--- config.mk ---
export PLATFORM = sky130hd
export DESIGN_NAME = cmd_decode
export DESIGN_NICKNAME = d
export VERILOG_FILES = /design/src/source/fscpu_pkg.sv /design/src/source/cmd_decode.sv
export SDC_FILE = /design/constraint.sdc
export NUM_CORES = 1
export LEC_CHECK = 0
export BUFFER_PORTS_ARGS = -buffer_cell sky130_fd_sc_hd__buf_2
export CAP_MARGIN = 10
export CORE_AREA = 2 2 112 114
export CTS_CLUSTER_DIAMETER = 120
export CTS_CLUSTER_SIZE = 28
export DETAILED_ROUTE_END_ITERATION = 6
export DIE_AREA = 0 0 114 116
export GPL_ROUTABILITY_DRIVEN = 0
export PLACE_DENSITY = 0.69
export SYNTH_ARGS = -nofsm -noshare
export SYNTH_HDL_FRONTEND = slang
export SYNTH_SLANG_ARGS = --single-unit
--- constraint.sdc ---
create_clock -name clk -period 14.5 [get_ports clk]
set_input_delay 1.45 -clock clk [delete_from_list [all_inputs] [get_ports clk]]
set_output_delay 1.45 -clock clk [all_outputs]
set_load 0.05 [all_outputs]
--- src/source/fscpu_pkg.sv ---
`default_nettype none

package fscpu_pkg;

	localparam int IMG_WW  = 12;
	localparam int SPEED_W = 32;
	localparam int STEP_W  = 32;
	localparam int DEV_N   = 2;

	// device bitmap positions
	localparam int DEV_LFT = 0;
	localparam int DEV_RT  = 1;

	typedef logic [IMG_WW-1:0]  img_pos_t;
	typedef logic [SPEED_W-1:0] speed_t;
	typedef logic [STEP_W-1:0]  step_t;
	typedef logic [31:0]        cmd_t;
	typedef logic [DEV_N-1:0]   dev_bmp_t;
	typedef logic [31:0]        err_t;

	localparam cmd_t CMD_CFG  = 32'd0;
	localparam cmd_t CMD_LFT  = 32'd1;
	localparam cmd_t CMD_RT   = 32'd2;
	localparam cmd_t CMD_BOTH = 32'd3;

	// bit positions in req_err
	localparam int ERR_BAD_CMD   = 0;
	localparam int ERR_NO_EDGE_L = 1;
	localparam int ERR_NO_EDGE_R = 2;

	typedef struct packed {
		logic     dir_back;
		logic     dep_img;
		img_pos_t img_dst;
		img_pos_t img_tol;
		speed_t   speed;
		step_t    step;
	} motor_req_t;

	typedef struct packed {
		speed_t speed;
		step_t  step;
		logic   dir;
	} motor_cmd_t;

endpackage

`default_nettype wire
--- src/source/cmd_decode.sv ---
`default_nettype none

module cmd_decode (
	input  wire                   clk,
	input  wire                   resetn,
	input  wire                   req_en,
	input  wire fscpu_pkg::cmd_t  req_cmd,
	input  wire [127:0]           req_param,
	input  wire                   dev_release,
	output fscpu_pkg::dev_bmp_t   dev_en,
	output fscpu_pkg::motor_req_t mreq,
	output fscpu_pkg::step_t      img_delay,
	output logic                  imm_done,
	output logic                  bad_cmd
);
	import fscpu_pkg::*;

	logic [31:0] par0;
	logic [31:0] par1;
	logic [31:0] par2;
	logic [31:0] par3;
	dev_bmp_t    dev_sel;
	logic        is_motor;

	assign par0 = req_param[31:0];
	assign par1 = req_param[63:32];
	assign par2 = req_param[95:64];
	assign par3 = req_param[127:96];

	always_comb begin
		dev_sel = '0;
		dev_sel[DEV_LFT] = (req_cmd == CMD_LFT) || (req_cmd == CMD_BOTH);
		dev_sel[DEV_RT]  = (req_cmd == CMD_RT) || (req_cmd == CMD_BOTH);
	end

	assign is_motor = (dev_sel != '0);

	always_ff @(posedge clk) begin
		if (!resetn) begin
			dev_en    <= '0;
			img_delay <= '0;
			imm_done  <= 1'b0;
			bad_cmd   <= 1'b0;
		end else begin
			// config and unknown codes finish without any device
			imm_done <= req_en && !is_motor;
			bad_cmd  <= req_en && !is_motor && (req_cmd != CMD_CFG);
			if (req_en)
				dev_en <= dev_sel;
			else if (dev_release)
				dev_en <= '0;
			if (req_en && (req_cmd == CMD_CFG))
				img_delay <= par0;
		end
	end

	// request fields stay put for the whole command
	always_ff @(posedge clk) begin
		if (req_en && is_motor) begin
			mreq.dir_back <= par0[1];
			mreq.dep_img  <= par0[2];
			mreq.img_dst  <= par1[IMG_WW-1:0];
			mreq.img_tol  <= par1[16 +: IMG_WW];
			mreq.speed    <= par2;
			mreq.step     <= par3;
		end
	end

endmodule

`default_nettype wire

# Yosys cells after proc, flatten, opt, wreduce, memory -nomap -nowiden
# Index checks and enable logic that the tools add are counted.
[word_totals]
register_bits = 126
in_bits = 164
output_inout_bits = 126
word_cells = 26
[op_classes]
eq_ne = 3
n_mux = 2
reduce_logical = 11
[ops]
columns = ["cell", "n"]
rows = [
  ["equality test 32 x 2 -> 1 bit, second input constant", 2],
  ["equality test 32 x 1 -> 1 bit, second input constant", 1],
  ["zero test 32 bit", 1],
  ["nonzero test 32 bit", 1],
  ["logical AND 1 bit", 4],
  ["two-way mux 2 bit", 2],
  ["nonzero test 2 bit", 2],
  ["logical OR 1 bit", 2],
  ["zero test 1 bit", 1],
]

# Depth between registers and ports, before layout
[depth]
depth_word = 6
mapped_depth = 5
mapped_depth_nobuf = 4

# Worst setup path before layout
# Ideal clock, no wire load.
[synth_path]
kind = "input-to-reg"
start = "input port req_cmd[20]"
end = "register mreq[0] (netlist name) (enable)"
setup_time_ns = 0.792
t_arrival_ns = 11.277
t_required_ns = 13.708
slack_ns = 2.431
cell_stages = 3
path_buffers = 0
cell_sequence = "nor4_2 nand4_2 nor4b_1"
[synth_via]
elab_chain_len = 4
word_cells_on_any_way = 7
cone_classes = "eq/ne (3); reduce/logical (4)"
[synth_rtl]
columns = ["item", "line", "rtl"]
rows = [
  ["start, declared", "cmd_decode.sv:7", "input wire fscpu_pkg::cmd_t req_cmd,"],
  ["equality test 32 x 1 -> 1 bit, or another cell as far along", "cmd_decode.sv:32", "dev_sel[DEV_LFT] = (req_cmd == CMD_LFT) || (req_cmd == CMD_BOTH);"],
  ["logical OR 1 bit (on tied branches)", "cmd_decode.sv:32, cmd_decode.sv:33", ""],
  ["nonzero test 2 bit (*)", "cmd_decode.sv:36", "assign is_motor = (dev_sel != '0);"],
  ["logical AND 1 bit (*)", "cmd_decode.sv:59", "if (req_en && is_motor) begin"],
  ["end, declared", "cmd_decode.sv:11", "output fscpu_pkg::motor_req_t mreq,"],
]
# Every way passes the cells marked *; elsewhere a longest branch is shown, timed or not.
# A chain may end at the register's enable or synchronous reset.

# Final worst setup path
[layout_path]
start = "input port req_cmd[5]"
end = "register mreq[88] (netlist name) (enable)"
# The elaborated chain is that of the path after synthesis.

==> impl_results.md <==
- First-pass GRT wire length: 15,700 um
- Max-Cap Viols: 0
- Register share of total power: 46.5%
- PwrDens: 129 nW/um2
- Worst Setup End Kind: flop
- #FFs+latches synth: 126
- Hold buffer count at CTS: 0
- Leakage: 2.76 nW
- Starting Density: 35.8%
- Worst Hold Class: flop to flop
- Clock sink count: 126
- DR vias/cell: 4.45
- DR vias: 3,179
- Inserted Clock Buffers: 17
- TritonCTS clock tree: yes
- Cell area after synthesis: 4270 um2
- Vias in the first global route: 3,138
- Post-CTS Setup Bufs: 0
- Crit-path slowest cell: buf_4
- Mapped Cells: 260
- PortBufs: 281
- Die Y: 116 um
- Switching pwr: 0.000171 W
- Status: finished, final reports clean
- Hold path endpoint: img_delay[5]$_SDFFE_PN0P_
- Post-layout instance area: 6410 um2
- R2R Setup Slk: 13.79 ns
- Register area: 3420 um2
- Initial antenna violation count: 3
- Clock Root Buffer: clkbuf_16
- Io pins: 290
- Clk_lat worst skew: 0.40 ns
- Syn nets: 424
- Mean Syn Cell Area: 16.4 um2
- Worst path max stage delay: 0.91 ns
- Fillers: 1,028
- Period Utilization, post-route: 26.7%
- DR WL/cell: 15.5 um
- Total power: 0.000829 W
- Gate power share: 3.5%
- Synth warn: 0
- P_int: 0.000658 W
- Worst Hold Slack: 0.452 ns
- Hold wc startpoint: img_delay[5]$_SDFFE_PN0P_
- Detailed placer's ending HPWL: 8260 um
- Maximum VDD drop: 0.0000498 V
- Crit path time final: 3.87 ns
- Die area: 13,200 um2
- Worst hold path cell count: 2
- Residual DRC: 0
- # H-tree levels: 4
- Slew headroom: 27.7%
- Startpoint Class: input pin
- Sw Share: 20.6%
- Seq/Total Area, Yosys: 80.2%
- Crit path arrival time: 3.89 ns
- Final ANT Viol Nets: 0
- Post-CTS sizing: 0
- Family with the most delay on the worst path: simple AND/OR/NAND/NOR gates
- Worst Setup Slack, final: 10.63 ns
- Num rows: 40
- Critical path buffers and inverters: 2
- Crit path kind: input pin to flop
- Setup Viol. Count Final: 0
- Clock Path Buffers: 2
- DRT iter0 DRCs: 222
- Global-route usage over all layers: 16.1%
- Reg clk slew, reported paths: 0.06 ns
- Pin count of the biggest net entering global routing: 85
- Die W: 114 um
- Pre-CTS setup slack: 10.23 ns
- Final hold vios: 0
- Core Footprint: 11,900 um2
- Worst Max-Slew Pin Slew: 1.08 ns
- R2r startpoint: dev_en[0]$_SDFFE_PN0P_
- Crit Path Max Fanout: 84
- Synth unique cells: 20
- Share of layout cells above drive strength 1: 57.5%
- Final net count: 716
- Area of the multi-input gates: 778 um2
- Placed inst area: 5820 um2
- Critical Path RT: 14.51 ns
- R2R Path End: dev_en[0]$_SDFFE_PN0P_
- RSZ-0062 raised after global routing: no
- Detailed Route WL: 11,100 um
- Peak Freq: 258 MHz
- DR pass1 iterations: 4
- Area Overhead vs Synth: 50.3%
- Clock Power Share: 50.0%
- GRT overflow: 0
- Fin. max-slew vios: 0
- Setup TNS: 0 ns
- FF-to-FF path depth: 2
- Clock skew: 0 ns
- Cells along the critical path: buf_2 > nor4_2 > nand4_2 > nor4b_2 > buf_4
-- routing by layer --
metal / vias to the layer above / routed length (um) / global-route usage, %
li1: 1526 / - / -
met1: 1469 / 4020 / 16.6
met2: 164 / 5970 / 29.1
met3: 18 / 865 / 5.33
met4: 2 / 235 / 8.46
met5: - / 12 / 0
-- how the worst max path moves through the flow --
stage	from	end	slack (ns)	depth (start not counted)
after floorplan	req_cmd[20]	mreq[0]$_DFFE_PP_	2.43	3
after global placement	req_cmd[20]	mreq[10]$_DFFE_PP_	10.34	5
after detailed placement	req_cmd[5]	mreq[10]$_DFFE_PP_	10.23	5
after CTS	req_cmd[5]	mreq[46]$_DFFE_PP_	10.65	5
after global routing	req_cmd[5]	mreq[46]$_DFFE_PP_	10.42	5
final	req_cmd[5]	mreq[88]$_DFFE_PP_	10.63	5
-- power groups by stage --
stage          clock, W  sequential (W)  combinational [W]
3_3_place_gp          0        0.000393          0.0000281
2_1_floorplan         0        0.000394         0.00000587
6_report       0.000414        0.000385          0.0000292
4_1_cts        0.000422        0.000385          0.0000295
5_1_grt        0.000439        0.000385          0.0000325
3_5_place_dp          0        0.000393          0.0000293
-- stage by stage --
step / std cells / util, %
after detailed placement: 680 / 48.8
final: 714 / 53.8
after CTS: 712 / 53.8
after floorplan: 260 / -
after global placement: 680 / 48.8
after global routing: 714 / 53.8
-- flip-flops by register name, summed over array words and instances (netlist names) --
name / cells
imm_done: 1
bad_cmd: 1
mreq: 90
img_delay: 32
dev_en: 2
-- final cells by class --
class / count / area share, %
diodes: 2 / 0.0781
repair buffers: 283 / 22.2
inverters: 3 / 0.176
clock inverters: 14 / 2.48
clock buffers: 18 / 6.69
flip-flops and latches: 126 / 53.4
multi-input cells: 121 / 12.1
well taps: 147 / 2.87
-- cells by family (layout without fill, tap and decap cells) --
group	Yosys count	in the layout	share of synthesized area, %
other	0	2	0
buffers and inverters	13	318	1.67
AOI/OAI and AO/OA	3	3	0.469
muxes	32	32	7.51
DFF	126	126	80.2
and+or+nand+nor	86	86	10.1
-- synth_stat cells --
cell type / n / area (um2)
nor4_4: 1 / 21.3
o21a_1: 2 / 15.0
nand4_1: 1 / 6.26
nor3b_1: 2 / 15.0
nor4_2: 7 / 87.6
buf_1: 1 / 3.75
buf_6: 3 / 33.8
edfxtp_1: 90 / 2700
clkbuf_1: 6 / 22.5
nor4_1: 2 / 12.5
nand3_1: 1 / 5.00
mux2i_1: 32 / 320
nand4_2: 1 / 12.5
nand2_1: 67 / 251
a21oi_1: 1 / 5.00
nor2_1: 3 / 11.3
dfxtp_1: 36 / 721
nor4b_1: 1 / 8.76
inv_2: 1 / 3.75
inv_1: 2 / 7.51
-- placed cells by master, fill, tap and decap left out --
master and n:
o21a_1 2, buf_4 2, nor4_4 1, diode_2 2, nor3b_1 2, clkinv_4 2
inv_6 4, nor4_2 7, bufinv_16 2, nand4_2 1, nand3_1 1, clkbuf_1 1
nor2_1 3, inv_8 1, nand4_1 1, clkbuf_16 17, clkinv_2 1, inv_2 1
nor4_1 2, clkinvlp_4 4, dfxtp_1 36, a21oi_1 1, inv_1 2, nand2_1 67
buf_2 281, edfxtp_1 90, nor4b_2 1, mux2i_1 32
-- worst min-delay path, stage by stage, from the launching register on --
cell and delay (ns):
dfxtp_1 0.30, nand2_1 0.05, mux2i_1 0.05
Note: power is estimated with default switching activity, not from simulation.
