## src/source/fscpu_pkg.sv

```systemverilog
`default_nettype none

package fscpu_pkg;

	localparam int IMG_WW  = 12;
	localparam int SPEED_W = 32;
	localparam int STEP_W  = 32;
	localparam int DEV_N   = 2;

	// device bitmap positions
	localparam int DEV_LFT = 0;
	localparam int DEV_RT  = 1;

	typedef logic [IMG_WW-1:0]  img_pos_t;
	typedef logic [SPEED_W-1:0] speed_t;
	typedef logic [STEP_W-1:0]  step_t;
	typedef logic [31:0]        cmd_t;
	typedef logic [DEV_N-1:0]   dev_bmp_t;
	typedef logic [31:0]        err_t;

	localparam cmd_t CMD_CFG  = 32'd0;
	localparam cmd_t CMD_LFT  = 32'd1;
	localparam cmd_t CMD_RT   = 32'd2;
	localparam cmd_t CMD_BOTH = 32'd3;

	// bit positions in req_err
	localparam int ERR_BAD_CMD   = 0;
	localparam int ERR_NO_EDGE_L = 1;
	localparam int ERR_NO_EDGE_R = 2;

	typedef struct packed {
		logic     dir_back;
		logic     dep_img;
		img_pos_t img_dst;
		img_pos_t img_tol;
		speed_t   speed;
		step_t    step;
	} motor_req_t;

	typedef struct packed {
		speed_t speed;
		step_t  step;
		logic   dir;
	} motor_cmd_t;

endpackage

`default_nettype wire
```

## src/source/req_status.sv

```systemverilog
`default_nettype none

module req_status (
	input  wire                      clk,
	input  wire                      resetn,
	input  wire                      req_en,
	input  wire fscpu_pkg::dev_bmp_t dev_en,
	input  wire fscpu_pkg::dev_bmp_t exe_done,
	input  wire                      imm_done,
	input  wire                      bad_cmd,
	input  wire fscpu_pkg::dev_bmp_t no_edge,
	output logic                     dev_release,
	output logic                     req_done,
	output fscpu_pkg::err_t          req_err
);
	import fscpu_pkg::*;

	logic all_done;
	logic finish;
	err_t err_set;

	assign all_done = (dev_en != '0) && ((exe_done & dev_en) == dev_en);
	// dev_en is still high the cycle after release, so skip that one
	assign finish = (all_done && !dev_release) || imm_done;

	always_comb begin
		err_set = '0;
		err_set[ERR_BAD_CMD]   = bad_cmd;
		err_set[ERR_NO_EDGE_L] = no_edge[DEV_LFT];
		err_set[ERR_NO_EDGE_R] = no_edge[DEV_RT];
	end

	always_ff @(posedge clk) begin
		if (!resetn) begin
			dev_release <= 1'b0;
			req_done    <= 1'b0;
			req_err     <= '0;
		end else begin
			dev_release <= finish;
			if (req_en) begin
				req_done <= 1'b0;
				req_err  <= '0;
			end else begin
				if (finish)
					req_done <= 1'b1;
				req_err <= req_err | err_set;
			end
		end
	end

endmodule

`default_nettype wire

```

## config.mk

```make
export PLATFORM = sky130hd
export DESIGN_NAME = req_status
export DESIGN_NICKNAME = d
export VERILOG_FILES = /design/src/source/fscpu_pkg.sv /design/src/source/req_status.sv
export SDC_FILE = /design/constraint.sdc
export NUM_CORES = 1
export LEC_CHECK = 0
export BUFFER_PORTS_ARGS = -buffer_cell sky130_fd_sc_hd__buf_4
export CORE_AREA = 2 2 39 41
export DETAILED_ROUTE_END_ITERATION = 10
export DIE_AREA = 0 0 41 43
export GPL_TIMING_DRIVEN = 0
export PLACE_DENSITY_LB_ADDON = 0.25
export SYNTH_ARGS = -nofsm -noshare
export SYNTH_HDL_FRONTEND = slang
export SYNTH_SLANG_ARGS = --single-unit
export TNS_END_PERCENT = 30
```

## constraint.sdc

```tcl
create_clock -name clk -period 1.06 [get_ports clk]
set_input_delay 0.212 -clock clk [delete_from_list [all_inputs] [get_ports clk]]
set_output_delay 0.212 -clock clk [all_outputs]
set_load 0.05 [all_outputs]
```

Word level (Yosys, flattened, before mapping) --
Cells that the tools add are included.
Storage, ports and cells: register bits after elaboration 34, bits in latches 0, memory bits (writable) 0, bits in read-only memories 0, output and inout port bits 34, logic and storage cells 13, memories 0
Operators by class: add/sub/neg operators 0, multiply operators 0, div/mod/pow operators 0, magnitude comparators 0, eq/ne operators 1, shift-type cells 0, muxes and demuxes 0, bitwise operators 3, reduce and logical (&&, ||, !) cells 6
Operators by type and width (number):
- 32-bit by 3-bit OR with 32-bit output | 1
- 2-bit AND | 1
- 2-bit == test | 1
- 1-bit logical AND | 2
- 2-bit nonzero test | 1
- 2-bit OR reduction | 1
- 1-bit zero test | 1
- 1-bit logical OR | 1
- 1-bit NOT | 1

Longest topological paths before layout --
Gate-level depths: netlist (run 1).
word-level depth 5, gate-level depth with buffers 3, depth with buffers taken out 3

Worst setup path after synthesis (run 1) --
Ideal clock, no wire load.
kind reg-to-reg, from register dev_release, to register req_done, data arrival time 1.032 ns, required time 0.938 ns, setup slack -0.094 ns, cell stages (with the launch flop) 3, period minus slack after synthesis 1.154 ns, cell sequence dfxtp_1 nor3_1 o311a_1
Between the ends: cells in the longest elaborated chain, start to end 3
RTL lines:
- start: declaration | RTL line req_status.sv:12 | output logic dev_release,
- start signal: assignment | RTL line req_status.sv:39 | dev_release <= finish;
- 1-bit zero test | RTL line req_status.sv:24 | assign finish = (all_done && !dev_release) || imm_done;
- 1-bit logical AND | RTL line req_status.sv:24
- 1-bit logical OR | RTL line req_status.sv:24
- end signal: assignment | RTL line req_status.sv:36 | req_done <= 1'b0;
- end signal: assignment | RTL line req_status.sv:41 | req_done <= 1'b0;
- end signal: assignment | RTL line req_status.sv:45 | req_done <= 1'b1;
- end: declaration | RTL line req_status.sv:13 | output logic req_done,
Every way passes these cells. A chain may end at the register's enable or synchronous reset.

Worst setup path after layout (run 1) --
from register req_done, to output port req_done
No word-level cell between the ends.

==> impl_metrics.ini, run 1 <==
[detailed_routing]
drt-wirelength-per-cell_um = 6.31
drt_iter0_drc = 0
ant_nets = 0
vias = 343
wirelength_um = 700
drc_errors = 0
vias_per_cell = 3.09
firstDrtPassIters = 1

[sta]
finalSetupViolCount = 0
worst_slack_ns = 0.0691
hold_slack_ns = 0.182
fin_tns_setup_ns = 0
layout_min_cycle_time_ns = 0.991
finalHoldViolations = 0
fmax_mhz = 1010
rsz0062_at_grt = no
fin_worst_skew_ns = 0.00000472
drv_slew = 0
period_share = 0.935

[yosys]
syn-cell-area_um2 = 390
synthCells = 48
synth_warnings = 0
syn_area_per_cell_um2 = 8.13
yosysSeqAreaShare = 0.256
ys_seq_elements = 5
synth_cell_types = 11

[pwr]
ir_worst_vdd_uv = 644
power.leakage_nw = 0.418
power.density_mw_per_mm2 = 1290
total_power_mw = 0.844

[finish]
finalInstanceArea_um2 = 656
n_antenna_cell = 0
fin_cells = 111
drive_gt1_frac = 0.505
layout.nets = 107
num-fill-cells = 151
post-route-util = 0.474
multi_input_area_um2 = 174
syn_to_final_growth_pct = 67.9
register_area_um2 = 101

[worst_setup_path]
worstPathArrival_ns = 0.78
crit_buf_inv = 1
criticalPathCategory = flip-flop to output port
r2r.worst_path.cells = 2
max_stage_delay_ns = 0.33
slowest_stage = dfxtp_1
path_depth = 1
cp-start-kind = flip-flop
rr_endpoint = req_done
ff2ff_setup_slack_ns = 0.27
endpoint_kind = output port
path_cells = buf_4
endpoint = req_done
crit_family = flip-flops
critPathMaxFanout = 2
rr_startpoint = dev_release
critPathLaunch = req_done
worst_ep_required_time_ns = 0.85

[floorplanning]
core-area_mm2 = 0.00138
start_util = 0.282
num_rows = 14
die_h_um = 43
die-area_mm2 = 0.00176
io_pins = 45
chipWidth_um = 41

[placement]
preCtsSetupSlack_ns = 0.111
placed_area_um2 = 629
gp_congestion = 0.619
dpl.hpwl_um = 625
dp.cells = 107
portBuffers = 15

[cts]
cts.htree.levels = 1
cts_made_buffers = 3
cts_root_buffer = clkbuf_4
cts_num_sinks = 5
tritoncts = built
clk_latency_ns = 0.24
ctsHoldBuffers = 0
cts_resized = 0
cts.path.max_buffers = 2
path_clk_slew_ns = 0.04
postCtsSetupBuffers = 0

[grt]
grt_remaining_overflow = 0
grt_pass1_wl_um = 986
antenna_found_initial = 0
grt_pass1_vias = 255
grt_max_degree = 4
grt.total_usage = 0.0866

[min_path]
hp-start = no_edge[1]
hold_class = input port to flip-flop

[flow_run]
drv_cap = 0

[run_status]
outcome = completed
==> cell families after synthesis <==
group,count (synthesis),share of synthesized area
AOI/OAI and AO/OA,2,0.0449
buffers and inverters,30,0.567
DFF,5,0.256
muxes,1,0.0256
other,1,0.00961
and+or+nand+nor,9,0.0961
==> state kept, by name (all words and copies together), names as in the netlist <==
name,cells
req_err,3
dev_release,1
req_done,1
==> synthesized netlist by cell type <==
library cell  number  area [um2]
buf_4             29         218
mux2i_1            1        10.0
nor2_1             6        22.5
nor2b_1            1        6.26
nor3_1             1        5.00
inv_1              1        3.75
nand2_1            1        3.75
dfxtp_1            5         100
conb_1             1        3.75
o21a_1             1        7.51
o311a_1            1        10.0
==> how the worst min path moves through the flow <==
stage | slack, ns | depth (start not counted) | endpoint
3_5_place_dp | 0.43 | 3 | req_err[2]
5_1_grt | 0.20 | 2 | dev_release
6_report | 0.18 | 3 | req_err[2]
2_1_floorplan | 0.33 | 1 | dev_release
4_1_cts | 0.17 | 3 | req_err[2]
3_3_place_gp | 0.42 | 3 | req_err[2]
==> area by class of cell <==
type                            instances  share of cell area
Timing Repair Buffer                   15               0.172
Clock buffer                            4              0.0401
Tap cell                               16              0.0305
Buffer                                 29               0.332
Multi-Input combinational cell         41               0.265
Sequential cell                         5               0.155
Inverter                                1             0.00573
==> cells in the final DEF, fill, tap and decap left out <==
cell	Yosys	final
clkbuf_1	0	1
nor2b_1	1	1
conb_1	1	29
dfxtp_2	0	1
mux2i_1	1	1
dfxtp_1	5	4
nand2_1	1	1
buf_4	29	44
nor3_1	1	1
nor2_1	6	6
inv_1	1	1
o21a_1	1	1
clkbuf_4	0	3
o311a_1	1	1
==> layer usage <==
metal / GRT usage / wire length, um / vias to the layer above
met1: 0.0714 / 212 / 131
met4: 0.0400 / 0 / 0
met2: 0.138 / 328 / 29
met3: 0.0733 / 159 / 0
li1: - / - / 183
met5: 0 / 0 / -
==> power by group <==
part	total, mW	internal [mW]	switching [mW]
clock network	0.223	0.142	0.0809
registers	0.205	0.200	0.00538
logic	0.415	0.120	0.295
Note: power is estimated with default switching activity, not from simulation.
==> run 2: changes to the inputs <==
--- a/config.mk
+++ b/config.mk
@@ -6,11 +6,13 @@
 export NUM_CORES = 1
 export LEC_CHECK = 0
 export BUFFER_PORTS_ARGS = -buffer_cell sky130_fd_sc_hd__buf_4
+export CAP_MARGIN = 0
 export CORE_AREA = 2 2 39 41
 export DETAILED_ROUTE_END_ITERATION = 10
 export DIE_AREA = 0 0 41 43
 export GPL_TIMING_DRIVEN = 0
 export PLACE_DENSITY_LB_ADDON = 0.25
+export RECOVER_POWER = 100
 export SYNTH_ARGS = -nofsm -noshare
 export SYNTH_HDL_FRONTEND = slang
 export SYNTH_SLANG_ARGS = --single-unit
==> run 2 against run 1 <==
Net effect:
- final cell count unchanged
- maximum frequency shrank 1.3%
- die area unchanged
- non-clock buffer count did not move
- first-iteration DRC count did not move
- sequential share of layout area is 0.16 points lower
- global-route usage is the same
- total power shrank 0.15%
- critical endpoint is now req_err[2]
- largest cell class unchanged
==> impl_metrics.ini, run 2 (synthesis results as in run 1) <==
[floorplanning]
io_pins = 45
core-area_mm2 = 0.00138
start_util = 0.282
num_rows = 14
chipWidth_um = 41
die_h_um = 43
die-area_mm2 = 0.00176

[sta]
layout_min_cycle_time_ns = 1.00
finalSetupViolCount = 0
drv_slew = 0
fin_worst_skew_ns = 0.00000472
rsz0062_at_grt = no
period_share = 0.947
worst_slack_ns = 0.0558
finalHoldViolations = 0
fin_tns_setup_ns = 0
fmax_mhz = 996

[detailed_routing]
drc_errors = 0
ant_nets = 0
drt-wirelength-per-cell_um = 6.29
vias_per_cell = 3.10
firstDrtPassIters = 1
vias = 344
wirelength_um = 698
drt_iter0_drc = 0

[grt]
antenna_found_initial = 0
grt.total_usage = 0.0866
grt_remaining_overflow = 0
grt_pass1_wl_um = 986
grt_pass1_vias = 255
grt_max_degree = 4

[cts]
tritoncts = built
cts_num_sinks = 5
cts_made_buffers = 3
cts.path.max_buffers = 2
clk_latency_ns = 0.24
ctsHoldBuffers = 0
path_clk_slew_ns = 0.04
postCtsSetupBuffers = 0
cts_resized = 0
cts.htree.levels = 1
cts_root_buffer = clkbuf_4

[worst_setup_path]
endpoint_kind = output port
max_stage_delay_ns = 0.32
worstPathArrival_ns = 0.79
slowest_stage = dfxtp_1
cp-start-kind = flip-flop
criticalPathCategory = flip-flop to output port
crit_buf_inv = 1
worst_ep_required_time_ns = 0.85
crit_family = flip-flops
path_cells = clkbuf_4
critPathMaxFanout = 2

[placement]
gp_congestion = 0.619
placed_area_um2 = 629
portBuffers = 15
preCtsSetupSlack_ns = 0.111
dpl.hpwl_um = 625

[finish]
largest_reg_flops = 3
drive_gt1_frac = 0.495
multi_input_area_um2 = 174
reg_top3 = req_err (3), dev_release (1), req_done (1)
mostFrequentLayoutCells = buf_4, conb_1, nor2_1, clkbuf_4, dfxtp_1
num-fill-cells = 151
max_flop_register = req_err
n_antenna_cell = 0
final_common_cell = buf_4
layout.nets = 107
finalInstanceArea_um2 = 654
register_area_um2 = 100
syn_to_final_growth_pct = 67.6

[pwr]
power.density_mw_per_mm2 = 1290
ir_worst_vdd_uv = 644
power.leakage_nw = 0.417

[min_path]
hold_class = input port to flip-flop

[flow_run]
drv_cap = 0

[run_status]
outcome = completed
## run 2: cell count changes in the layout (fill, tap and decap cells not counted)
cell and delta:
clkbuf_4 +3, buf_4 -3, dfxtp_1 +1, dfxtp_2 -1
## run 2: path summary, 6_finish.rpt
check / startpoint / end / slack (ns) / depth (start not counted)
max: req_err[2] / req_err[2] / 0.06 / 1
min: no_edge[1] / req_err[2] / 0.18 / 3
max reg2reg: dev_release / req_done / 0.28 / 2
min reg2reg: req_err[2] / req_err[2] / 0.46 / 2
## run 2: per-layer routing
| layer | GRT usage | share of wire | vias up |
|---|---|---|---|
| met5 | 0 | 0 | - |
| met4 | 0.0400 | 0 | 0 |
| met3 | 0.0733 | 0.23 | 0 |
| met2 | 0.138 | 0.47 | 29 |
| met1 | 0.0714 | 0.31 | 131 |
| li1 | - | - | 184 |
## run 2: area by class of cell
type                    count  area share
plain buffers              29       0.333
clock buffers               4      0.0402
inverters                   1     0.00574
multi-input cells          41       0.266
flip-flops and latches      5       0.153
well taps                  16      0.0306
repair buffers             15       0.172
## run 2: report_power, final
part	leakage (nW)	internal, mW	switching [mW]
clock	0.0150	0.142	0.0810
combinational	0.360	0.119	0.295
sequential	0.0413	0.200	0.00528
## run 2: metrics by stage
stage / power, mW / instances / util / hold WS, ns
finish: 0.843 / 111 / 0.473 / 0.181
detailed placement: 0.620 / 107 / 0.455 / 0.429
floorplan: 0.569 / 76 / - / 0.330
CTS: 0.852 / 111 / 0.474 / 0.174
global route: 0.884 / 111 / 0.473 / 0.200
global placement: 0.618 / 107 / 0.455 / 0.420
