## config.mk

```make
export PLATFORM = sky130hd
export DESIGN_NAME = push_motor_ctl
export DESIGN_NICKNAME = d
export VERILOG_FILES = /design/src/source/fscpu_pkg.sv /design/src/source/push_motor_ctl.sv
export SDC_FILE = /design/constraint.sdc
export NUM_CORES = 1
export LEC_CHECK = 0
export ABC_AREA = 1
export BUFFER_PORTS_ARGS = -buffer_cell sky130_fd_sc_hd__clkbuf_2
export CAP_MARGIN = 40
export CORE_MARGIN = 4
export CORE_UTILIZATION = 50
export CTS_CLUSTER_DIAMETER = 200
export DETAILED_ROUTE_END_ITERATION = 16
export PLACE_DENSITY = 0.89
export SLEW_MARGIN = 40
export SYNTH_ARGS = -nofsm -noshare
export SYNTH_HDL_FRONTEND = slang
export SYNTH_SLANG_ARGS = --single-unit
```

## constraint.sdc

```tcl
create_clock -name clk -period 10.3 [get_ports clk]
set_input_delay 2.06 -clock clk [delete_from_list [all_inputs] [get_ports clk]]
set_output_delay 2.06 -clock clk [all_outputs]
set_load 0.005 [all_outputs]
```

## src/source/fscpu_pkg.sv

```systemverilog
`default_nettype none

package fscpu_pkg;

	localparam int IMG_WW  = 12;
	localparam int SPEED_W = 32;
	localparam int STEP_W  = 32;
	localparam int DEV_N   = 2;

	// device bitmap positions
	localparam int DEV_LFT = 0;
	localparam int DEV_RT  = 1;

	typedef logic [IMG_WW-1:0]  img_pos_t;
	typedef logic [SPEED_W-1:0] speed_t;
	typedef logic [STEP_W-1:0]  step_t;
	typedef logic [31:0]        cmd_t;
	typedef logic [DEV_N-1:0]   dev_bmp_t;
	typedef logic [31:0]        err_t;

	localparam cmd_t CMD_CFG  = 32'd0;
	localparam cmd_t CMD_LFT  = 32'd1;
	localparam cmd_t CMD_RT   = 32'd2;
	localparam cmd_t CMD_BOTH = 32'd3;

	// bit positions in req_err
	localparam int ERR_BAD_CMD   = 0;
	localparam int ERR_NO_EDGE_L = 1;
	localparam int ERR_NO_EDGE_R = 2;

	typedef struct packed {
		logic     dir_back;
		logic     dep_img;
		img_pos_t img_dst;
		img_pos_t img_tol;
		speed_t   speed;
		step_t    step;
	} motor_req_t;

	typedef struct packed {
		speed_t speed;
		step_t  step;
		logic   dir;
	} motor_cmd_t;

endpackage

`default_nettype wire
```

## src/source/push_motor_ctl.sv

```systemverilog
`default_nettype none

module push_motor_ctl #(
	parameter int L2R = 0
) (
	input  wire                        clk,
	input  wire                        resetn,
	input  wire fscpu_pkg::motor_req_t mreq,
	input  wire fscpu_pkg::step_t      img_delay,
	input  wire                        img_pulse,
	input  wire                        img_valid,
	input  wire fscpu_pkg::img_pos_t   img_pos,
	output fscpu_pkg::img_pos_t        rd_addr,
	input  wire fscpu_pkg::step_t      rd_data,
	output logic                       m_start,
	output fscpu_pkg::motor_cmd_t      m_cmd,
	input  wire                        m_state,
	output logic                       exe_done,
	output logic                       no_edge
);
	import fscpu_pkg::*;

	typedef enum logic [2:0] {
		IDLE,
		WAIT_IMG,
		DELAY,
		LOOKUP,
		START,
		MOVE,
		DONE
	} state_t;

	// left motor runs mirrored to the right one
	localparam logic DIR_INV = (L2R != 0);

	state_t          state;
	step_t           delay_cnt;
	logic            seen_busy;
	logic            img_dir;
	logic [IMG_WW:0] diff;
	img_pos_t        abs_err;

	// target minus edge, msb is the sign
	assign diff    = {1'b0, mreq.img_dst} - {1'b0, img_pos};
	assign abs_err = diff[IMG_WW] ? img_pos_t'(-diff) : diff[IMG_WW-1:0];

	assign exe_done = (state == DONE);

	always_ff @(posedge clk) begin
		if (!resetn) begin
			state     <= IDLE;
			delay_cnt <= '0;
			seen_busy <= 1'b0;
			m_start   <= 1'b0;
			no_edge   <= 1'b0;
		end else begin
			m_start <= 1'b0;
			no_edge <= 1'b0;
			case (state)
			IDLE: begin
				state <= mreq.dep_img ? WAIT_IMG : START;
			end
			WAIT_IMG: begin
				if (img_pulse) begin
					delay_cnt <= '0;
					state     <= DELAY;
				end
			end
			DELAY: begin
				if (delay_cnt != img_delay) begin
					delay_cnt <= delay_cnt + 1'b1;
				end else if (!img_valid) begin
					no_edge <= 1'b1;
					state   <= DONE;
				end else if (abs_err <= mreq.img_tol) begin
					state <= DONE;
				end else begin
					state <= LOOKUP;
				end
			end
			// table read in flight
			LOOKUP: state <= START;
			START: begin
				m_start   <= 1'b1;
				seen_busy <= 1'b0;
				state     <= MOVE;
			end
			MOVE: begin
				if (m_state)
					seen_busy <= 1'b1;
				else if (seen_busy)
					state <= mreq.dep_img ? WAIT_IMG : DONE;
			end
			// held here until dev_en drops
			DONE: state <= DONE;
			default: state <= IDLE;
			endcase
		end
	end

	always_ff @(posedge clk) begin
		if (state == DELAY) begin
			rd_addr <= abs_err;
			img_dir <= diff[IMG_WW] ^ DIR_INV;
		end
		if (state == START) begin
			m_cmd.speed <= mreq.speed;
			m_cmd.step  <= mreq.dep_img ? rd_data : mreq.step;
			m_cmd.dir   <= mreq.dep_img ? img_dir : mreq.dir_back;
		end
	end

endmodule

`default_nettype wire

```

## After elaboration in Yosys (flattened, before gate mapping)

Cells that the tools add are included.

- Flip-flop bits (word level): 116
- Bits of input ports: 171
- Output and inout bits: 80
- Logic and storage cells: 55

- Add/sub/neg operators: 3
- Magnitude comparators: 1
- Eq/ne operators: 13
- Muxes and demuxes: 19
- Bitwise operators: 2
- Reduce and logical (&&, ||, !) cells: 7

Operators with widths:

| cell | count |
|---|---|
| 2-to-1 mux 32 bit | 3 |
| case mux 32 bit (2 select lines) | 1 |
| adder 32 x 1 -> 32 bit (second input constant) | 1 |
| != test 32 bit | 1 |
| 2-to-1 mux 3 bit | 8 |
| case mux 3 bit (7 select lines) | 1 |
| subtractor 12 x 12 -> 13 bit | 1 |
| <= comparator 12 bit | 1 |
| 2-to-1 mux 12 bit | 1 |
| != test 2 bit (second input constant) | 6 |
| negator 12 bit | 1 |
| equality test 3 bit (second input constant) | 3 |
| equality test 3 x 2 -> 1 bit (second input constant) | 2 |
| 2-to-1 mux 1 bit | 4 |
| AND reduction 4 bit | 1 |
| nonzero test 2 bit | 2 |
| equality test 3 x 1 -> 1 bit (second input constant) | 1 |
| logical NOT 3 bit | 1 |
| AND reduction 3 bit | 1 |
| OR reduction 3 bit | 1 |
| inverter 1 bit | 2 |
| case mux 1 bit (2 select lines) | 1 |
| AND reduction 2 bit | 1 |

## Depth between registers and ports, before layout

Gate-level depths: netlist of run 1.

- Depth after elaboration: 8
- Depth in mapped cells: 27
- Mapped depth without buffers: 26

## Worst setup path before layout of run 1

Ideal clock, no wire load.

- Path type: input to register
- From: in mreq[76] (netlist name)
- To: reg state[0]
- Setup time: 0.128 ns
- Arrival time: 4.581 ns
- Required time: 10.172 ns
- Slack: 5.591 ns
- Cell stages on the path: 25
- Buffers on the path: 1
- Path through: inv_1 ha_1 fa_1 inv_1 nand3_1 nand2_1 nand2_1 nand2_1 nand2_1 nand3_2 inv_1 buf_4 nand2_1 xor2_1 inv_1 ha_1 nand4_1 nor2_1 nand2_1 nand2_1 inv_1 nand2_1 o21ai_0 a21oi_1 nor2_1

- Elaborated cells on any way between the ends: 8
- Those cells by class: add/sub (2); order compare (1); mux (5)

RTL lines:

| what | RTL line | RTL |
|---|---|---|
| start, declared | push_motor_ctl.sv:8 | `input wire fscpu_pkg::motor_req_t mreq,` |
| subtractor 12 x 12 -> 13 bit | push_motor_ctl.sv:44 | `assign diff = {1'b0, mreq.img_dst} - {1'b0, img_pos};` |
| named net diff[12] | push_motor_ctl.sv:40 | `logic [IMG_WW:0] diff;` |
| 2-to-1 mux 12 bit | push_motor_ctl.sv:45 | `assign abs_err = diff[IMG_WW] ? img_pos_t'(-diff) : diff[IMG_WW-1:0];` |
| named net abs_err[7] | push_motor_ctl.sv:41 | `img_pos_t abs_err;` |
| <= comparator 12 bit | push_motor_ctl.sv:75 | `end else if (abs_err <= mreq.img_tol) begin` |
| 2-to-1 mux 3 bit | push_motor_ctl.sv:75 |  |
| 2-to-1 mux 3 bit | push_motor_ctl.sv:72 | `end else if (!img_valid) begin` |
| 2-to-1 mux 3 bit | push_motor_ctl.sv:70 | `if (delay_cnt != img_delay) begin` |
| case mux 3 bit (7 select lines) | push_motor_ctl.sv:59 | `case (state)` |
| end signal, assigned | push_motor_ctl.sv:61 | `state <= mreq.dep_img ? WAIT_IMG : START;` |
| end signal, assigned | push_motor_ctl.sv:92 | `state <= mreq.dep_img ? WAIT_IMG : DONE;` |
| end, declared | push_motor_ctl.sv:36 | `state_t state;` |

The timed path passes the listed nets, and every way through them passes these cells. The select of a mux whose other input is x is not followed.
A chain may end at the register's enable or synchronous reset.

## Worst setup path after layout of run 1

- From: in mreq[76] (netlist name)
- To: reg state[0]

- Cells in the longest elaborated chain, start to end: 8

RTL lines:

| what | RTL line |
|---|---|
| subtractor 12 x 12 -> 13 bit (*) | push_motor_ctl.sv:44 |
| negator 12 bit | push_motor_ctl.sv:45 |
| 2-to-1 mux 12 bit (*) | push_motor_ctl.sv:45 |
| named net abs_err[10] | push_motor_ctl.sv:41 |
| <= comparator 12 bit (*) | push_motor_ctl.sv:75 |
| 2-to-1 mux 3 bit (*) | push_motor_ctl.sv:75 |
| 2-to-1 mux 3 bit (*) | push_motor_ctl.sv:72 |
| 2-to-1 mux 3 bit (*) | push_motor_ctl.sv:70 |
| case mux 3 bit (7 select lines) (*) | push_motor_ctl.sv:59 |

Mark *: on every way through the listed nets, which the timed path passes. The rest lies on a longest branch. The select of a mux whose other input is x is not followed.

==> results_dict.tcl, run 1 <==
set metrics [dict create \
    fin_crit_ns 4.75 \
    synth_enable_flop_cells 78 \
    nets 1366 \
    mostFrequentLayoutCells "nand2_1 (286), clkbuf_2 (250), nor2_1 (115)" \
    grt_first_pass_wirelength_mm 32.7 \
    finalCritPeriodShare 0.461 \
    relSlewSlack 0.453 \
    yosysSeqAreaShare 0.431 \
    clk_latency_ns 0.41 \
    path_max_fanout 11 \
    gr-total-overflow 0 \
    cts_buffers 17 \
    gp_congestion 1.00 \
    num-fill-cells 1162 \
    start_kind "primary input" \
    root_buffer "clkbuf_16" \
    multi_input_area_sq_um 3520 \
    wirelength_mm 21.1 \
    drive_above_1_share 0.281 \
    antenna_found_initial 3 \
    fin_skew_ns 0.00898 \
    final_max_slew_viol_count 0 \
    status "finished clean" \
    cts_resized 0 \
    synthCells 923 \
    pwr_density_cell_nw_per_um2 185 \
    worst_pin_slew_ns 0.821 \
    drtPass1Iterations 8 \
    postLayoutSetupSlackWorst_ns 5.55 \
    timing.fmax_mhz 210 \
    die_height_um 128 \
    drt_iter0_drc 608 \
    place_ws_ns 5.16 \
    hold-worst-slack_ns 0.471 \
    numPortBuffers 250 \
    drc 0 \
    fin_tns_setup_ns 0 \
    clk_pin_slew_ns 0.05 \
    postCtsSetupRepairBufs 0 \
    dp_hpwl_mm 16.5 \
    arrival_ns 5.02 \
    die_area_sq_um 16400 \
    core_sq_um 14000 \
    grtUsageTotal 0.254 \
    dr_total_vias 7061 \
    avgSynthCellArea_sq_um 7.81 \
    grt_setup_unrepaired "no" \
    worstSetupEndpointType "flip-flop" \
    synthesis.nets 1121 \
    fp-row-count 43 \
    die_x_um 128 \
    cts_buffer_depth 2 \
    maxCapViolCount 0 \
    grt_max_degree 67 \
    cp.required_ns 10.57 \
    finalSetupViolations 0 \
    tritoncts "yes" \
    numClockSinks 116 \
    wl_per_cell_um 15.5 \
    synthArstFlopShare 0 \
    peakVddDrop_uv 119 \
    vias_per_cell 5.18 \
    synth_cell_types 32 \
    htreeDepth 4 \
    finalHoldViolCount 0 \
    ctsHoldBuffers 0 \
    synth-seq-cells 116 \
    cellLeakagePower_nw 4.11 \
    start_util 0.515 \
    register_area_sq_um 3100 \
    ys.flop_type "edfxtp_1" \
    areaGrowthSynthToFinish_pct 27.4 \
    antenna_left 0 \
    hold_path.class "reg -> reg" \
    synth.yosys.warnings 0 \
    mostFrequentLayoutCell "nand2_1" \
    ios 251 \
    grt_pass1_vias 6543 \
    worstSetupPathType "in -> reg" \
    syn_area_sq_um 7200 \
]
## worst paths after layout
kind	to	depth (start not counted)	slack, ns	startpoint
setup / recovery	state[0]	26	5.55	mreq[76]
hold / removal	seen_busy	2	0.47	seen_busy
setup reg to reg	delay_cnt[25]	7	7.33	state[1]
hold reg to reg	seen_busy	2	0.47	seen_busy
## cells by family after synthesis
family                     Yosys count  synth area share
muxes                               33            0.0516
DFF                                116             0.431
adders and majority gates           27            0.0479
buffers and inverters              143            0.0816
and+or+nand+nor                    505             0.296
xor gates and xnor gates            41            0.0498
AOI/OAI and AO/OA                   58            0.0419
## power by group
group          total (mW)  internal, mW  leakage (nW)  switching, mW
clock network       0.592         0.379         0.284          0.213
logic               0.462         0.151          2.80          0.311
registers           0.639         0.605          1.02         0.0339
total                1.69          1.14          4.11          0.558
## Yosys cell counts (3+ instances only)
library cell / count / area (sq um)
buf_4: 4 / 30.0
nand4_1: 42 / 263
o21ai_0: 8 / 40.0
xnor2_1: 28 / 245
inv_2: 5 / 18.8
mux2_2: 33 / 372
nor2_2: 3 / 18.8
a21oi_1: 45 / 225
buf_2: 5 / 25.0
ha_1: 26 / 325
xor2_1: 13 / 114
edfxtp_1: 78 / 2340
buf_1: 5 / 18.8
nand2_1: 286 / 1070
buf_6: 4 / 45.0
nor2_1: 116 / 435
nand3_1: 43 / 215
inv_1: 111 / 417
clkbuf_1: 9 / 33.8
nor3_1: 6 / 30.0
dfxtp_1: 38 / 761
## state kept, by name (all words and copies together) (netlist names)
signal and cells:
m_cmd 65, m_start 1, state 3, rd_addr 12, delay_cnt 32, seen_busy 1
img_dir 1, no_edge 1
## worst max-delay path, stage by stage
cell and delay (ns):
clkbuf_2 0.07, inv_1 0.03, ha_1 0.23, fa_1 0.39
inv_1 0.12, nand3_1 0.10, nand2_1 0.10, nand2_1 0.07
nand2_1 0.08, nand2_1 0.06, nand3_2 0.11, inv_1 0.16
nand2_1 0.17, nand2_1 0.07, nand2_1 0.06, nand2_1 0.07
ha_1 0.30, nand4_1 0.10, nor2_1 0.15, nand2_1 0.07
nand2_1 0.05, inv_1 0.03, nand2_1 0.06, o21ai_0 0.08
a21oi_1 0.16, nor2_1 0.05
## layout make-up
class                           count  area share
Tap cell                          180      0.0245
Multi-Input combinational cell    664       0.384
Clock buffer                       19      0.0472
Inverter                          116      0.0475
Clock inverter                     12      0.0169
Timing Repair Buffer              253       0.141
Antenna cell                        2    0.000545
Sequential cell                   116       0.338
## routing by layer
metal,wire (um),vias to the layer above,track usage
li1,-,3487,-
met1,7890,3212,0.289
met2,10800,305,0.455
met3,1740,55,0.0588
met4,744,2,0.108
met5,13,-,0
## stage by stage
stage | total power, mW | std cells | utilization | instance area, sq um
floorplan | 0.953 | 923 | - | 7200
global placement | 1.08 | 1327 | 0.611 | 8540
detailed placement | 1.11 | 1329 | 0.614 | 8580
CTS | 1.69 | 1360 | 0.656 | 9170
global route | 1.78 | 1362 | 0.656 | 9180
finish | 1.69 | 1362 | 0.656 | 9180
(Power assumes the default switching activity.)
==> run 2: changes to the inputs <==
- clock period: 10.3 -> 4.5 ns (I/O delays scaled with it)
==> run 2 against run 1 <==
Effect of this change:
- non-clock buffer count up 1
- cell area down 0.16%
- critical path type unchanged
- power up 130%
- routed wire length down 0.25%
- clock power up 110%
- largest power group unchanged
==> results_dict.tcl, run 2 (synthesis results as in run 1) <==
set metrics [dict create \
    core_sq_um 14000 \
    cts_buffers 17 \
    mostFrequentLayoutCell "nand2_1" \
    finalCritPeriodShare 0.786 \
    path_max_fanout 11 \
    largestRegisters "m_cmd (65), delay_cnt (32), rd_addr (12)" \
    place_area_sq_um 8600 \
    numClockSinks 116 \
    cellLeakagePower_nw 4.09 \
    finalSetupViolations 0 \
    num-fill-cells 1168 \
    maxCapViolCount 0 \
    final_max_slew_viol_count 0 \
    pwr_density_cell_nw_per_um2 417 \
    worst_pin_slew_ns 0.736 \
    largest_reg_flops 65 \
    fin_skew_ns 0.0102 \
    clk_latency_ns 0.40 \
    dp_hpwl_mm 16.6 \
    max_stage_delay_ns 0.38 \
    status "finished clean" \
    crit_path_frequent_cell "nand2_1" \
    timing.rr.start "state[2]" \
    drc 0 \
    grt_setup_unrepaired "no" \
    grt_first_pass_wirelength_mm 32.7 \
    fin_crit_ns 3.54 \
    worstSetupEndpointType "flip-flop" \
    vias_per_cell 5.17 \
    htreeDepth 4 \
    postCtsSetupRepairBufs 0 \
    nets 1367 \
    tritoncts "yes" \
    die_x_um 128 \
    arrival_ns 3.80 \
    fin_tns_setup_ns 0 \
    gp_congestion 1.00 \
    grtUsageTotal 0.252 \
    drtPass1Iterations 5 \
    worstHoldStart "seen_busy" \
    wirelength_mm 21.1 \
    die_height_um 128 \
    fin_total_pwr_mw 3.82 \
    multi_input_area_sq_um 3520 \
    fin_area_sq_um 9160 \
    hold_path.class "reg -> reg" \
    slowest_stage "fa_1" \
    hold-worst-slack_ns 0.470 \
    crit_buf_inv 5 \
    ctsHoldBuffers 0 \
    rrSetupSlack_ns 1.72 \
    root_buffer "clkbuf_16" \
    numPortBuffers 250 \
    peakVddDrop_uv 315 \
    cp.required_ns 4.77 \
    register_area_sq_um 3100 \
    cts_resized 0 \
    worstSetupPathType "in -> reg" \
    areaGrowthSynthToFinish_pct 27.1 \
    ios 251 \
    path_cells "clkbuf_2, inv_1, ha_1, fa_1, inv_1, nand3_1, nand2_1, nand2_1, nand2_1, nand2_1, nand3_2, inv_1, nand2_1, xor2_1, inv_1, ha_1, a21oi_1, o21ai_0, nand2_1, nand3_1, nand2_1, o21ai_0, a21oi_1, nor2_1" \
    start_kind "primary input" \
    mostFrequentLayoutCells "nand2_1 (286), clkbuf_2 (249), nor2_1 (115)" \
    holdPathStages 2 \
    finalHoldViolCount 0 \
    clk_pin_slew_ns 0.06 \
    die_area_sq_um 16400 \
    regMostFlops "m_cmd" \
    r2r_cells 8 \
    drive_above_1_share 0.283 \
    cts_buffer_depth 2 \
    critPathTopFamily "adder cells" \
    relSlewSlack 0.508 \
    dr_total_vias 7058 \
    fp-row-count 43 \
    antenna_found_initial 5 \
    start_util 0.515 \
    gr-total-overflow 0 \
    timing.fmax_mhz 283 \
    antenna_left 0 \
    r2r-end "delay_cnt[1]" \
    min_to "seen_busy" \
    wl_per_cell_um 15.4 \
    grt_pass1_vias 6653 \
    drt_iter0_drc 647 \
    grt_max_degree 38 \
]
==> run 2: cell count changes in the layout (fill, tap and decap cells not counted), moves of 2 or more <==
cell        change
clkinvlp_4      +3
clkinv_4        -2
diode_2         +2
bufinv_16       -2
inv_6           +3
==> run 2: area by class of cell <==
type	count	share of cell area
Antenna cell	4	0.00109
Clock buffer	18	0.0469
Clock inverter	14	0.0137
Inverter	116	0.0475
Multi-Input combinational cell	664	0.384
Sequential cell	116	0.339
Tap cell	180	0.0246
Timing Repair Buffer	254	0.143
==> run 2: how the worst max path moves through the flow <==
stage | from | to | slack [ns] | depth (start not counted)
CTS | mreq[76] | state[0] | 0.98 | 24
floorplan | state[2] | seen_busy | 0.65 | 5
finish | mreq[76] | state[0] | 0.96 | 24
global placement | mreq[76] | state[0] | 0.67 | 26
detailed placement | mreq[76] | state[0] | 0.55 | 24
global route | mreq[76] | state[0] | 0.45 | 26
==> run 2: per-layer routing <==
metal | global-route usage | routed length (um) | vias up
met2 | 0.448 | 10700 | 339
met3 | 0.0608 | 1950 | 46
li1 | - | - | 3497
met1 | 0.289 | 7710 | 3174
met5 | 0 | 13 | -
met4 | 0.106 | 731 | 2
==> run 2: worst reg2reg max path, delay by kind of cell (launching register included) <==
kind / cells / cell delay, ns
flops: 1 / 0.48
simple gates: 6 / 1.48
buf+inv: 2 / 0.70
==> run 2: power by group <==
part	internal [mW]	switching (mW)
combinational	0.376	0.722
sequential	1.38	0.0782
clock	0.763	0.504
==> run 2: stage by stage <==
step            util  cells  worst slack, ns
2_1_floorplan      -    923            0.652
3_3_place_gp   0.611   1328            0.675
3_5_place_dp   0.614   1330            0.553
4_1_cts        0.654   1362            0.976
5_1_grt        0.655   1366            0.449
6_report       0.655   1366            0.963
==> run 3: changes to the inputs <==
- ABC_AREA: 1 -> 0
- CORE_UTILIZATION: 50 -> 44
- PLACE_DENSITY: 0.89 -> 0.86
- clock period: 4.5 -> 2.85 ns (I/O delays scaled with it)
==> run 3 against run 2 <==
Effect of this change:
- the run now ends with setup timing left
- register-to-register slack lost 1.4 ns
- critical path depth shrank 5
- via count shrank 25%
- global-route usage shrank 4.2 points
- cell count shrank 25%
- critical path type unchanged
==> results_dict.tcl, run 3 <==
set metrics [dict create \
    grt_setup_unrepaired "yes" \
    pwr_density_cell_nw_per_um2 673 \
    timing.fmax_mhz 266 \
    start_kind "primary input" \
    grt_pass1_vias 5322 \
    worstHoldStart "mreq[60]" \
    grtUsageTotal 0.210 \
    wl_per_cell_um 16.6 \
    dp_hpwl_mm 13.5 \
    hold_path.class "in -> reg" \
    p_int_mw 4.14 \
    synth-seq-cells 116 \
    vias_per_cell 5.11 \
    finalHoldViolCount 0 \
    clk_pin_slew_ns 0.06 \
    gp_congestion 0.854 \
    fin_tns_setup_ns -1.77 \
    start_util 0.453 \
    die_height_um 125 \
    cts_buffers 17 \
    mostFrequentLayoutCell "clkbuf_2" \
    dr_total_vias 5271 \
    drtPass1Iterations 7 \
    yosysSeqAreaShare 0.511 \
    root_buffer "clkbuf_16" \
    yosys.area.top_type "edfxtp_1" \
    final_core_util 0.644 \
    r2r-end "delay_cnt[24]" \
    die_area_sq_um 15700 \
    synthArstFlopShare 0 \
    fin_crit_ns 3.76 \
    gr-total-overflow 0 \
    largest_reg_flops 65 \
    syn_area_sq_um 6070 \
    areaGrowthSynthToFinish_pct 42.2 \
    grt_max_degree 67 \
    synth_most_common_cell "edfxtp_1" \
    critPathTopFamily "compound AO/OA/AOI/OAI gates" \
    rrSetupSlack_ns 0.30 \
    avgSynthCellArea_sq_um 11.4 \
    p_sw_mw 1.66 \
    maxCapViolCount 0 \
    place_ws_ns -1.38 \
    slowest_stage "fa_2" \
    core_sq_um 13400 \
    ys.flop_type "edfxtp_1" \
    worst_pin_slew_ns 0.801 \
    path_cells "buf_8, inv_8, ha_4, fa_2, nand2b_4, a21o_1, a211oi_2, o2111ai_2, nor4_4, a31oi_2, mux2i_1, xor2_1, ha_1, nand4_1, or2_4, o221ai_2, o2111a_1, o31ai_1, and2_1" \
    postLayoutSetupSlackWorst_ns -0.912 \
    antenna_left 0 \
    nets 1037 \
    arrival_ns 4.06 \
    synth.yosys.warnings 0 \
    clkPwrFrac 0.356 \
    synth_cell_types 61 \
    fp-row-count 42 \
    violations "setup timing" \
    ios 251 \
    fin_total_pwr_mw 5.81 \
    min_to "m_cmd[61]" \
    timing.rr.start "delay_cnt[3]" \
    num-fill-cells 1053 \
    holdPathStages 1 \
    wirelength_mm 17.1 \
    synthesis.nets 731 \
    r2r_cells 8 \
    cts_buffer_depth 2 \
    largestRegisters "m_cmd (65), delay_cnt (32), rd_addr (12)" \
    p_comb_frac 0.251 \
    drive_above_1_share 0.475 \
    clk_latency_ns 0.41 \
    status "complete, but fails checks" \
    htreeDepth 4 \
    max_stage_delay_ns 0.34 \
    synth_top_cells_by_area "edfxtp_1 (39%), dfxtp_1 (13%), xor2_1 (7.9%)" \
    switching_share 0.286 \
    worstSetupEndpointType "flip-flop" \
    path_max_fanout 3 \
    worstSetupPathType "in -> reg" \
    synth_common_cells "edfxtp_1 (78), xor2_1 (55), nor2_1 (45), dfxtp_1 (38), mux2_2 (33)" \
    crit_buf_inv 2 \
    peakVddDrop_uv 421 \
    netlist.area_leader.share 0.386 \
    synthCells 533 \
    grt_first_pass_wirelength_mm 26.3 \
    final_max_slew_viol_count 0 \
    finalSetupViolations 2 \
    cellLeakagePower_nw 3.96 \
    synth_enable_flop_cells 78 \
    finalCritPeriodShare 1.32 \
    mostFrequentLayoutCells "clkbuf_2 (247), edfxtp_1 (78), xor2_1 (54)" \
    regMostFlops "m_cmd" \
    seq_power_share 0.393 \
    cp.required_ns 3.15 \
    relSlewSlack 0.463 \
    antenna_found_initial 3 \
    numClockSinks 116 \
    die_x_um 125 \
    fin_skew_ns 0.00986 \
    numPortBuffers 250 \
    tritoncts "yes" \
    hold-worst-slack_ns 0.337 \
    drc 0 \
    drt_iter0_drc 283 \
]
## run 3: changes by cell type in the layout (fill, tap and decap cells not counted), sizes merged, moves of 11 or more
cell,delta
nand2,-261
inv,-85
nor2,-74
buf,+47
xor2,+42
nand3,-33
a21oi,-27
nand4,-26
and3,+14
xnor2,-11
## run 3: worst register-to-register path, stage by stage, from the launching register on
cell and delay, ns:
dfxtp_1 0.45, and4_1 0.29, and4_1 0.31, nand4_4 0.19, nor3_2 0.22, and2_1 0.41, nand4_1 0.19, or3_1 0.35
nand2_1 0.07
## run 3: per-stage QoR
stage,instances,area [sq um]
4_1_cts,1025,8490
3_5_place_dp,990,7870
2_1_floorplan,533,6120
3_3_place_gp,990,7870
6_report,1031,8630
5_1_grt,1031,8630
## run 3: per-layer routing
| layer | global-route usage | wire length (um) | vias up |
|---|---|---|---|
| met5 | 0 | 0 | - |
| met4 | 0.0855 | 255 | 0 |
| met3 | 0.0486 | 940 | 23 |
| met2 | 0.384 | 9270 | 192 |
| met1 | 0.233 | 6670 | 2508 |
| li1 | - | - | 2548 |
## run 3: kinds of logic after synthesis
family / after synthesis / synth area share
AND/OR/NAND/NOR: 170 / 0.154
flip-flops: 116 / 0.511
XOR/XNOR: 72 / 0.104
AO/OA/AOI/OAI: 70 / 0.0810
buffers and inverters: 44 / 0.0305
multiplexers: 34 / 0.0629
adder cells (fa/ha/maj): 27 / 0.0569
## run 3: power groups by stage
| stage | Clock, mW | Combinational, mW | Sequential (mW) |
|---|---|---|---|
| 2_1_floorplan | 0 | 0.691 | 2.32 |
| 3_3_place_gp | 0 | 1.34 | 2.30 |
| 3_5_place_dp | 0 | 1.38 | 2.32 |
| 4_1_cts | 2.09 | 1.40 | 2.28 |
| 5_1_grt | 2.18 | 1.60 | 2.31 |
| 6_report | 2.07 | 1.46 | 2.28 |
## run 3: worst max path at each step
stage,start,to,slack (ns),cells past startpoint
5_1_grt,mreq[76],state[2],-1.14,19
2_1_floorplan,mreq[76],state[2],-1.00,18
4_1_cts,mreq[76],state[2],-0.92,19
3_5_place_dp,mreq[76],state[0],-1.38,22
3_3_place_gp,mreq[76],state[2],-1.26,22
6_report,mreq[76],state[2],-0.91,19
## run 3: final cells by class
class	instances	area, sq um	area share
sequential	116	3100	0.359
inverter	32	128	0.0148
timing repair buffer	299	1670	0.193
antenna	3	7.51	0.000870
clock buffer	17	425	0.0493
tap	176	220	0.0255
multi-input combinational	373	2930	0.339
clock inverter	15	155	0.0180
## run 3: what timing repair did
item,in CTS,in global routing
pin swaps,11,8
setup buffers,3,3
gates resized for setup,4,25
endpoints found under the setup margin,2,3
hold buffers,0,0
